<file path="src/common/hdc_macros.svh">
`ifndef HDC_MACROS_SVH
`define HDC_MACROS_SVH

// ==================================================
// hypervector geometry
// ==================================================
// 32-bit words per hypervector
`define HV_WORDS 1
`define HV_W (`HV_WORDS * 32)
// item index and item counter
`define ITEM_W 16

// ==================================================
// control bus
// ==================================================
`define AXIL_DATA_W 32
// word-address field of the byte address
`define REG_ADDR_MSB 11
`define REG_ADDR_LSB 2
// register byte offsets
`define REG_CTRL 12'h000
`define REG_ITEM_NUM 12'h004
`define AXI_RESP_OKAY 2'b00

// prng start value after reseed
`define XORSHIFT_SEED 32'h92d68ca2

`endif

</file>
<file path="src/common/hdc_pkg.sv">
`default_nettype none

`include "hdc_macros.svh"

package hdc_pkg;

    // register write request from the bus slave
    typedef struct packed {
        logic                                    valid;
        logic [`REG_ADDR_MSB-`REG_ADDR_LSB:0]    addr;
        logic [`AXIL_DATA_W-1:0]                 data;
    } reg_wr_t;

    // register read request, data comes back one cycle later
    typedef struct packed {
        logic                                    valid;
        logic [`REG_ADDR_MSB-`REG_ADDR_LSB:0]    addr;
    } reg_rd_t;

    // control register outputs
    typedef struct packed {
        logic                  run;
        logic                  gen;
        logic [`ITEM_W-1:0]    item_num;
    } ctrl_t;

    // generator completion report
    typedef struct packed {
        logic                  done;
        logic [`HV_W-1:0]      hv;
    } gen_done_t;

endpackage

`default_nettype wire

</file>
<file path="src/item_mem/xorshift32.sv">
`timescale 1ns/1ps
`default_nettype none

`include "hdc_macros.svh"

module xorshift32 (
    input  wire            AXIS_ACLK,
    input  wire            gen,
    output logic [31:0]    rand_num
);

    logic [31:0] state_q;
    logic [31:0] s1;
    logic [31:0] s2;

    // one xorshift step from the stored state
    always_comb begin
        s1       = state_q ^ (state_q << 13);
        s2       = s1 ^ (s1 >> 17);
        rand_num = s2 ^ (s2 << 5);
    end

    // idle keeps the seed, so each run starts at output 1
    always_ff @(posedge AXIS_ACLK) begin
        if (!gen) begin
            state_q <= `XORSHIFT_SEED;
        end else begin
            state_q <= rand_num;
        end
    end

endmodule

`default_nettype wire

</file>
<file path="src/hw/axil_slave.sv">
`timescale 1ns/1ps
`default_nettype none

`include "hdc_macros.svh"

module axil_slave import hdc_pkg::*; (
    input  wire                          AXIS_ACLK,
    input  wire                          S_AXI_ARESETN,
    // write address / data / response
    input  wire [31:0]                   S_AXI_AWADDR,
    input  wire                          S_AXI_AWVALID,
    output logic                         S_AXI_AWREADY,
    input  wire [`AXIL_DATA_W-1:0]       S_AXI_WDATA,
    input  wire                          S_AXI_WVALID,
    output logic                         S_AXI_WREADY,
    output logic [1:0]                   S_AXI_BRESP,
    output logic                         S_AXI_BVALID,
    input  wire                          S_AXI_BREADY,
    // read address / data
    input  wire [31:0]                   S_AXI_ARADDR,
    input  wire                          S_AXI_ARVALID,
    output logic                         S_AXI_ARREADY,
    output logic [`AXIL_DATA_W-1:0]      S_AXI_RDATA,
    output logic [1:0]                   S_AXI_RRESP,
    output logic                         S_AXI_RVALID,
    input  wire                          S_AXI_RREADY,
    // register bank side
    input  wire [`AXIL_DATA_W-1:0]       rdata,
    output reg_wr_t                      reg_wr,
    output reg_rd_t                      reg_rd
);

    typedef enum logic [2:0] {
        ST_IDLE,
        ST_AW,
        ST_W,
        ST_RESP,
        ST_AR1,
        ST_AR2
    } state_t;

    state_t state;
    state_t state_nxt;

    logic [`REG_ADDR_MSB-`REG_ADDR_LSB:0] wr_addr;
    logic [`REG_ADDR_MSB-`REG_ADDR_LSB:0] rd_addr;
    logic [`AXIL_DATA_W-1:0]              wr_data;
    logic                                 wr_pulse;

    // ==================================================
    // handshake outputs
    // ==================================================
    assign S_AXI_AWREADY = (state == ST_IDLE) || (state == ST_W);
    assign S_AXI_WREADY  = (state == ST_IDLE) || (state == ST_AW);
    // reads wait while a write is offered in idle
    assign S_AXI_ARREADY = (state == ST_IDLE) && !S_AXI_AWVALID && !S_AXI_WVALID;
    assign S_AXI_BVALID  = (state == ST_RESP);
    assign S_AXI_RVALID  = (state == ST_AR2);
    assign S_AXI_BRESP   = `AXI_RESP_OKAY;
    assign S_AXI_RRESP   = `AXI_RESP_OKAY;
    // register bank already holds read data
    assign S_AXI_RDATA   = rdata;

    // ==================================================
    // next state
    // ==================================================
    always_comb begin
        state_nxt = state;
        case (state)
            ST_IDLE: begin
                // writes first, both halves together go straight to response
                if (S_AXI_AWVALID && S_AXI_WVALID) begin
                    state_nxt = ST_RESP;
                end else if (S_AXI_AWVALID) begin
                    state_nxt = ST_AW;
                end else if (S_AXI_WVALID) begin
                    state_nxt = ST_W;
                end else if (S_AXI_ARVALID) begin
                    state_nxt = ST_AR1;
                end
            end
            // address held, waiting for data
            ST_AW: begin
                if (S_AXI_WVALID) begin
                    state_nxt = ST_RESP;
                end
            end
            // data held, waiting for address
            ST_W: begin
                if (S_AXI_AWVALID) begin
                    state_nxt = ST_RESP;
                end
            end
            ST_RESP: begin
                if (S_AXI_BREADY) begin
                    state_nxt = ST_IDLE;
                end
            end
            // single cycle, register bank samples the read here
            ST_AR1: begin
                state_nxt = ST_AR2;
            end
            ST_AR2: begin
                if (S_AXI_RREADY) begin
                    state_nxt = ST_IDLE;
                end
            end
            default: begin
                state_nxt = ST_IDLE;
            end
        endcase
    end

    always_ff @(posedge AXIS_ACLK) begin
        if (!S_AXI_ARESETN) begin
            state    <= ST_IDLE;
            wr_pulse <= 1'b0;
        end else begin
            state    <= state_nxt;
            // one pulse on entry to the response state
            wr_pulse <= (state != ST_RESP) && (state_nxt == ST_RESP);
        end
    end

    // address and data capture on each accepted beat
    always_ff @(posedge AXIS_ACLK) begin
        if (S_AXI_AWVALID && S_AXI_AWREADY) begin
            wr_addr <= S_AXI_AWADDR[`REG_ADDR_MSB:`REG_ADDR_LSB];
        end
        if (S_AXI_WVALID && S_AXI_WREADY) begin
            wr_data <= S_AXI_WDATA;
        end
        if (S_AXI_ARVALID && S_AXI_ARREADY) begin
            rd_addr <= S_AXI_ARADDR[`REG_ADDR_MSB:`REG_ADDR_LSB];
        end
    end

    assign reg_wr = '{valid: wr_pulse, addr: wr_addr, data: wr_data};
    assign reg_rd = '{valid: (state == ST_AR1), addr: rd_addr};

    // responses must not drop before the master takes them
    a_bvalid_hold: assert property (@(posedge AXIS_ACLK) disable iff (!S_AXI_ARESETN)
        S_AXI_BVALID && !S_AXI_BREADY |=> S_AXI_BVALID);
    a_rvalid_hold: assert property (@(posedge AXIS_ACLK) disable iff (!S_AXI_ARESETN)
        S_AXI_RVALID && !S_AXI_RREADY |=> S_AXI_RVALID && $stable(S_AXI_RDATA));

endmodule

`default_nettype wire

</file>
<file path="src/hw/ctrl_regs.sv">
`timescale 1ns/1ps
`default_nettype none

`include "hdc_macros.svh"

module ctrl_regs import hdc_pkg::*; (
    input  wire                          AXIS_ACLK,
    input  wire                          S_AXI_ARESETN,
    input  wire reg_wr_t                 reg_wr,
    input  wire reg_rd_t                 reg_rd,
    input  wire gen_done_t               gen_done,
    output ctrl_t                        ctrl,
    output logic [`AXIL_DATA_W-1:0]      rdata
);

    ctrl_t       ctrl_q;
    logic [11:0] wr_byte;
    logic [11:0] rd_byte;
    logic        wr_hit;
    logic        rd_hit;

    // back to byte offsets, bits 11:10 select the register region
    assign wr_byte = {reg_wr.addr, 2'b00};
    assign rd_byte = {reg_rd.addr, 2'b00};
    assign wr_hit  = reg_wr.valid && (wr_byte[11:10] == 2'b00);
    assign rd_hit  = (rd_byte[11:10] == 2'b00);

    // ==================================================
    // register write
    // ==================================================
    always_ff @(posedge AXIS_ACLK) begin
        if (!S_AXI_ARESETN) begin
            ctrl_q <= '0;
        end else begin
            // generator finished its item
            if (gen_done.done) begin
                ctrl_q.gen <= 1'b0;
            end
            // host write overrides the clear
            if (wr_hit && (wr_byte == `REG_CTRL)) begin
                ctrl_q.run <= reg_wr.data[1];
                ctrl_q.gen <= reg_wr.data[0];
            end
            if (wr_hit && (wr_byte == `REG_ITEM_NUM)) begin
                ctrl_q.item_num <= reg_wr.data[`ITEM_W-1:0];
            end
        end
    end

    assign ctrl = ctrl_q;

    // ==================================================
    // register read
    // ==================================================
    always_ff @(posedge AXIS_ACLK) begin
        if (reg_rd.valid) begin
            rdata <= '0;
            // other regions read zero
            if (rd_hit) begin
                case (rd_byte)
                    `REG_CTRL:
                        rdata <= `AXIL_DATA_W'({ctrl_q.run, ctrl_q.gen});
                    `REG_ITEM_NUM:
                        rdata <= `AXIL_DATA_W'(ctrl_q.item_num);
                    default: ;
                endcase
            end
        end
    end

endmodule

`default_nettype wire

</file>
<file path="src/item_mem/item_memory_gen.sv">
`timescale 1ns/1ps
`default_nettype none

`include "hdc_macros.svh"

module item_memory_gen import hdc_pkg::*; (
    input  wire              AXIS_ACLK,
    input  wire              S_AXI_ARESETN,
    input  wire ctrl_t       ctrl,
    output gen_done_t        gen_done
);

    // word counter needs at least one bit
    localparam int WORD_CW = (`HV_WORDS > 1) ? $clog2(`HV_WORDS) : 1;

    logic [WORD_CW-1:0]  word_cnt;
    logic [`ITEM_W-1:0]  item_cnt;
    logic [31:0]         rand_num;
    logic [`HV_W-1:0]    hv_asm;
    logic [`HV_W-1:0]    hv_next;
    logic [`HV_W-1:0]    hv_cap;
    logic                last_word;
    logic                done_q;

    // prng runs only while generating, reseeds otherwise
    xorshift32 i_xorshift32 (
        .AXIS_ACLK (AXIS_ACLK),
        .gen       (ctrl.gen),
        .rand_num  (rand_num)
    );

    assign last_word = (word_cnt == WORD_CW'(`HV_WORDS - 1));

    // vector with the current prng word dropped into its slot
    always_comb begin
        hv_next = hv_asm;
        hv_next[word_cnt*32 +: 32] = rand_num;
    end

    // ==================================================
    // word and item counters
    // ==================================================
    always_ff @(posedge AXIS_ACLK) begin
        if (!S_AXI_ARESETN || !ctrl.gen) begin
            word_cnt <= '0;
            item_cnt <= '0;
            done_q   <= 1'b0;
        end else begin
            done_q <= 1'b0;
            if (last_word) begin
                word_cnt <= '0;
                item_cnt <= item_cnt + 1'b1;
                // completed item is the requested one
                if (item_cnt == ctrl.item_num) begin
                    done_q <= 1'b1;
                end
            end else begin
                word_cnt <= word_cnt + 1'b1;
            end
        end
    end

    // vector assembly and capture
    always_ff @(posedge AXIS_ACLK) begin
        if (ctrl.gen) begin
            hv_asm <= hv_next;
            if (last_word && (item_cnt == ctrl.item_num)) begin
                hv_cap <= hv_next;
            end
        end
    end

    assign gen_done = '{done: done_q, hv: hv_cap};

    // gen is cleared by the done pulse, so done never stretches
    a_done_pulse: assert property (@(posedge AXIS_ACLK) disable iff (!S_AXI_ARESETN)
        gen_done.done |=> !gen_done.done);

endmodule

`default_nettype wire

</file>
<file path="src/hw/hv_stream_out.sv">
`timescale 1ns/1ps
`default_nettype none

`include "hdc_macros.svh"

module hv_stream_out import hdc_pkg::*; (
    input  wire                   AXIS_ACLK,
    input  wire                   S_AXI_ARESETN,
    input  wire ctrl_t            ctrl,
    input  wire gen_done_t        gen_done,
    input  wire                   tready,
    output logic                  tvalid,
    output logic [`HV_W-1:0]      tdata,
    output logic                  tlast,
    output logic [7:0]            tstrb
);

    // beat valid, cleared by acceptance or by run going low
    always_ff @(posedge AXIS_ACLK) begin
        if (!S_AXI_ARESETN || !ctrl.run) begin
            tvalid <= 1'b0;
        end else if (tvalid) begin
            if (tready) begin
                tvalid <= 1'b0;
            end
        end else if (gen_done.done) begin
            tvalid <= 1'b1;
        end
    end

    // load only into an empty slot, pending beat keeps its data
    always_ff @(posedge AXIS_ACLK) begin
        if (ctrl.run && !tvalid && gen_done.done) begin
            tdata <= gen_done.hv;
        end
    end

    // whole vector in one beat
    assign tlast = tvalid;
    assign tstrb = 8'hff;

    a_tdata_stable: assert property (@(posedge AXIS_ACLK) disable iff (!S_AXI_ARESETN)
        tvalid && !tready |=> $stable(tdata));

endmodule

`default_nettype wire

</file>
<file path="src/hw/hdc_top.sv">
`timescale 1ns/1ps
`default_nettype none

`include "hdc_macros.svh"

module hdc_top import hdc_pkg::*; (
    input  wire                          AXIS_ACLK,
    input  wire                          S_AXI_ARESETN,
    // axi4-lite control
    input  wire [31:0]                   S_AXI_AWADDR,
    input  wire                          S_AXI_AWVALID,
    output logic                         S_AXI_AWREADY,
    input  wire [`AXIL_DATA_W-1:0]       S_AXI_WDATA,
    input  wire                          S_AXI_WVALID,
    output logic                         S_AXI_WREADY,
    output logic [1:0]                   S_AXI_BRESP,
    output logic                         S_AXI_BVALID,
    input  wire                          S_AXI_BREADY,
    input  wire [31:0]                   S_AXI_ARADDR,
    input  wire                          S_AXI_ARVALID,
    output logic                         S_AXI_ARREADY,
    output logic [`AXIL_DATA_W-1:0]      S_AXI_RDATA,
    output logic [1:0]                   S_AXI_RRESP,
    output logic                         S_AXI_RVALID,
    input  wire                          S_AXI_RREADY,
    // axi4-stream hypervector out
    output logic                         M_AXIS_TVALID,
    output logic [`HV_W-1:0]             M_AXIS_TDATA,
    output logic [7:0]                   M_AXIS_TSTRB,
    output logic                         M_AXIS_TLAST,
    input  wire                          M_AXIS_TREADY
);

    reg_wr_t                  reg_wr;
    reg_rd_t                  reg_rd;
    logic [`AXIL_DATA_W-1:0]  rdata;
    ctrl_t                    ctrl;
    gen_done_t                gen_done;

    // ==================================================
    // control path
    // ==================================================
    axil_slave i_axil_slave (
        .AXIS_ACLK     (AXIS_ACLK),
        .S_AXI_ARESETN (S_AXI_ARESETN),
        .S_AXI_AWADDR  (S_AXI_AWADDR),
        .S_AXI_AWVALID (S_AXI_AWVALID),
        .S_AXI_AWREADY (S_AXI_AWREADY),
        .S_AXI_WDATA   (S_AXI_WDATA),
        .S_AXI_WVALID  (S_AXI_WVALID),
        .S_AXI_WREADY  (S_AXI_WREADY),
        .S_AXI_BRESP   (S_AXI_BRESP),
        .S_AXI_BVALID  (S_AXI_BVALID),
        .S_AXI_BREADY  (S_AXI_BREADY),
        .S_AXI_ARADDR  (S_AXI_ARADDR),
        .S_AXI_ARVALID (S_AXI_ARVALID),
        .S_AXI_ARREADY (S_AXI_ARREADY),
        .S_AXI_RDATA   (S_AXI_RDATA),
        .S_AXI_RRESP   (S_AXI_RRESP),
        .S_AXI_RVALID  (S_AXI_RVALID),
        .S_AXI_RREADY  (S_AXI_RREADY),
        .rdata         (rdata),
        .reg_wr        (reg_wr),
        .reg_rd        (reg_rd)
    );

    ctrl_regs i_ctrl_regs (
        .AXIS_ACLK     (AXIS_ACLK),
        .S_AXI_ARESETN (S_AXI_ARESETN),
        .reg_wr        (reg_wr),
        .reg_rd        (reg_rd),
        .gen_done      (gen_done),
        .ctrl          (ctrl),
        .rdata         (rdata)
    );

    // ==================================================
    // generation and stream out
    // ==================================================
    item_memory_gen i_item_memory_gen (
        .AXIS_ACLK     (AXIS_ACLK),
        .S_AXI_ARESETN (S_AXI_ARESETN),
        .ctrl          (ctrl),
        .gen_done      (gen_done)
    );

    hv_stream_out i_hv_stream_out (
        .AXIS_ACLK     (AXIS_ACLK),
        .S_AXI_ARESETN (S_AXI_ARESETN),
        .ctrl          (ctrl),
        .gen_done      (gen_done),
        .tready        (M_AXIS_TREADY),
        .tvalid        (M_AXIS_TVALID),
        .tdata         (M_AXIS_TDATA),
        .tlast         (M_AXIS_TLAST),
        .tstrb         (M_AXIS_TSTRB)
    );

endmodule

`default_nettype wire

</file>
<file path="config.mk">
export PLATFORM = sky130hd
export DESIGN_NAME = hdc_top
export DESIGN_NICKNAME = d
export VERILOG_FILES = /design/src/common/hdc_pkg.sv /design/src/item_mem/xorshift32.sv /design/src/hw/axil_slave.sv /design/src/hw/ctrl_regs.sv /design/src/item_mem/item_memory_gen.sv /design/src/hw/hv_stream_out.sv /design/src/hw/hdc_top.sv
export VERILOG_INCLUDE_DIRS = /design/src /design/src/common
export SDC_FILE = /design/constraint.sdc
export NUM_CORES = 1
export LEC_CHECK = 0
export ABC_AREA = 1
export BUFFER_PORTS_ARGS = -buffer_cell sky130_fd_sc_hd__buf_2
export CORE_ASPECT_RATIO = 0.6
export CORE_UTILIZATION = 59
export CTS_CLUSTER_SIZE = 10
export DETAILED_ROUTE_END_ITERATION = 12
export HOLD_SLACK_MARGIN = 0.05
export PLACE_DENSITY = 0.85
export REMOVE_ABC_BUFFERS = 1
export SLEW_MARGIN = 20
export SYNTH_ARGS = -nofsm -noshare
export SYNTH_HDL_FRONTEND = slang
export SYNTH_SLANG_ARGS = --single-unit
</file>
<file path="constraint.sdc">
create_clock -name AXIS_ACLK -period 8.7 [get_ports AXIS_ACLK]
set_clock_uncertainty 0.15 [all_clocks]
set_input_delay 1.305 -clock AXIS_ACLK [delete_from_list [all_inputs] [get_ports AXIS_ACLK]]
set_output_delay 1.305 -clock AXIS_ACLK [all_outputs]
set_load 0.02 [all_outputs]
</file>
==> out/metrics.csv <==
metric,value,unit
outcome,finished clean,
CP required,7240,ps
Area Overhead vs Synth,15.0,%
Crit Reg-Reg Endpoint,i_item_memory_gen.hv_cap[20],
Clk pwr share,44.0,%
Seq pwr share,52.4,%
Min-Delay Endpoint,i_hv_stream_out.tdata[9],
DR vias,6193,
HPWL after DPL,12600,µm
first-pass GRT wire length,29500,µm
Worst Hold Class,reg2reg,
combinational share of power,3.6,%
Worst Tran Pin Value,673,ps
layout cells sized above 1,15.7,%
"Slew Viols, Final",0,
Die ar.,15800,µm²
Pwr Density,210,nW/µm²
Max Clk Rate,0.302,GHz
RSZ-0062 raised after global routing,no,
Int Power,1.72,mW
final worst-path cycle share,38.1,%
DRT iter0 DRCs,657,
peak supply drop,123,µV
Sink Count,221,
Initial Util,61.3,%
RD Place Congestion,0.913,
crit path max fanout,3,
Yosys cell types,38,
Residual DRC,0,
WS Path Type,in2out,
crit start category,input port,
initial antenna violation count,0,
ANT nets after route,0,
vias in the first global route,5782,
Final Power,2.18,mW
flop-to-flop setup slack,6390,ps
WL final,18500,µm
Final Setup Violations,0,
cts hold-fix bufs,0,
max_slew headroom,54.8,%
Port Buffers,98,
IO Pins,187,
Cell Rows,34,
placed insts,1173,
Pleak,4.14,nW
Sw Share,21.0,%
Tot GR Track Use,24.3,%
WP data arrival,1860,ps
H-Tree Depth,1,
grt ovf,0,
switching pwr,459,µW
Core ar.,14700,µm²
Crit. End Element,output port,
Cells on Worst Hold Path,0,
vias per cell,5.07,
synthesized flop and latch total,221,
DRT Pass-1 Iters,5,
sequential fraction of the synthesis area,65.5,%
worst reg2reg path startpoint,i_ctrl_regs.ctrl[16],
Final Net Count,1108,
final hold violation count,0,
CTS Root Cell,clkbuf_16,
Hold Crit Start,i_item_memory_gen.hv_cap[9],
Ys Warns,0,
chip width,162,µm
wire per inst,15.2,µm
fin crit period,3320,ps
Worst R2R Path Depth,7,
Die H,97.8,µm
pin count of the biggest net entering global routing,55,
clock tree buffer depth,3,
CTS tree,yes,
Post-CTS Repair Setup Buffers,0,
Finished Layout Cells,1221,
CTS resizes,0,
Synth Instances,888,
Fin Setup TNS,0,ps
Max Cap Violations,0,
"CTS clk-pin slew, worst paths",50,ps
TritonCTS Buffers,26,
Ant. Diodes,0,
"Clk Latency, worst-skew pair",520,ps
Mapped Area,9020,µm²
Post-Syn Area per Cell,10.2,µm²
[worst max-delay path, stage by stage]
cell,delay (ps)
buf_2,120
nor3_2,230
buf_2,200
[stage by stage]
step                      hold WS [ps]  util [%]  area [µm²]  setup WS [ps]
final                              267      70.4       10400           5380
after CTS                          266      70.4       10400           5400
after global routing               272      70.4       10400           5370
after detailed placement           255      65.3        9610           5410
after floorplan                    250         -        8820           5580
after global placement             252      65.3        9610           5420
[logic make-up (layout without fill, tap and decap cells)]
group,count (synthesis),after routing,share of synthesized area (%)
compound gates,71,71,4.08
xor+xnor,36,36,3.50
fa+ha+maj,1,1,0.139
buf+inv,146,254,7.55
flops,221,221,65.5
other cells,2,29,0.0833
simple gates,411,411,19.2
[layer usage]
metal,vias up,track usage (%),wire [µm]
met2,266,33.8,7470
li1,3047,-,-
met3,20,5.35,1780
met1,2860,38.8,9010
met4,0,5.22,239
met5,-,0,0
[how the worst max path moves through the flow]
stage / startpoint / endpoint / slack (ps) / depth (start not counted)
floorplan: S_AXI_AWVALID / S_AXI_ARREADY / 5580 / 1
detailed placement: S_AXI_AWVALID / S_AXI_ARREADY / 5410 / 3
CTS: S_AXI_AWVALID / S_AXI_ARREADY / 5400 / 3
finish: S_AXI_AWVALID / S_AXI_ARREADY / 5380 / 3
global route: S_AXI_AWVALID / S_AXI_ARREADY / 5370 / 3
global placement: S_AXI_AWVALID / S_AXI_ARREADY / 5420 / 3
[layout make-up]
cell class / instances / area, µm²
clock inverters: 2 / 25.0
inverters: 102 / 383
clock buffers: 46 / 726
flip-flops and latches: 221 / 5910
multi-input cells: 548 / 2540
repair buffers: 104 / 536
well taps: 198 / 248
fillers: 1103 / 4350
[layout by cell type (no fill, tap or decap)]
cell	count
dfxtp_4	1
edfxtp_1	148
nor2_2	13
or2_2	1
ha_1	1
xnor2_1	14
clkbuf_16	26
nor3_1	8
nor3_4	1
inv_6	1
o21a_1	2
dfxtp_1	72
a21oi_1	23
o21bai_1	1
nor2_1	89
nand4_1	2
nand2_1	244
inv_2	2
nand3_1	35
conb_1	29
nor2_4	2
or2_1	2
clkinv_8	1
nor3b_2	1
xor2_1	22
nand2_2	3
clkinv_1	2
nor4_1	1
clkbuf_1	20
o21ai_0	39
o21ai_1	4
nand3b_1	3
a211oi_1	1
inv_1	98
nand2_4	1
o211ai_1	1
buf_2	98
nor3_2	4
buf_4	6
nor3b_1	1
[power by group through the flow]
stage | Clock (mW) | Sequential (mW) | Combinational, mW
final | 0.959 | 1.14 | 0.0775
after global routing | 1.01 | 1.14 | 0.0865
after CTS | 0.972 | 1.14 | 0.0775
after detailed placement | 0 | 1.17 | 0.0769
after global placement | 0 | 1.16 | 0.0751
after floorplan | 0 | 1.17 | 0.0428
[Yosys cell counts, drive strengths merged]
| cell | instances | area, µm² |
|---|---|---|
| nand2 | 248 | 946 |
| edfxtp | 148 | 4440 |
| nor2 | 104 | 435 |
| inv | 100 | 375 |
| dfxtp | 73 | 1460 |
| o21ai | 43 | 215 |
| nand3 | 35 | 175 |
| buf | 34 | 260 |
| a21oi | 23 | 115 |
| xor2 | 22 | 193 |
| xnor2 | 14 | 123 |
| nor3 | 13 | 91.3 |
| clkbuf | 10 | 37.5 |
| nand3b | 3 | 22.5 |
| or2 | 3 | 18.8 |
| clkinv | 2 | 7.51 |
| conb | 2 | 7.51 |
| nand4 | 2 | 12.5 |
| nor3b | 2 | 20.0 |
| o21a | 2 | 15.0 |
| a211oi | 1 | 7.51 |
| ha | 1 | 12.5 |
| nor4 | 1 | 6.26 |
| o211ai | 1 | 7.51 |
| o21bai | 1 | 7.51 |
[sequential cells by signal, indices dropped and copies added (netlist names)]
signal                                  flops
i_item_memory_gen.done_q                    1
i_item_memory_gen.i_xorshift32.state_q     32
i_item_memory_gen.word_cnt                  1
i_item_memory_gen.hv_cap                   32
i_axil_slave.wr_pulse                       1
i_axil_slave.wr_data                       16
i_axil_slave.rd_addr                       10
i_hv_stream_out.tlast                       1
i_ctrl_regs.rdata                          16
i_axil_slave.state                          3
i_hv_stream_out.tdata                      32
i_ctrl_regs.ctrl                           18
i_item_memory_gen.hv_asm                   32
i_axil_slave.wr_addr                       10
i_item_memory_gen.item_cnt                 16
(Power assumes the default switching activity.)
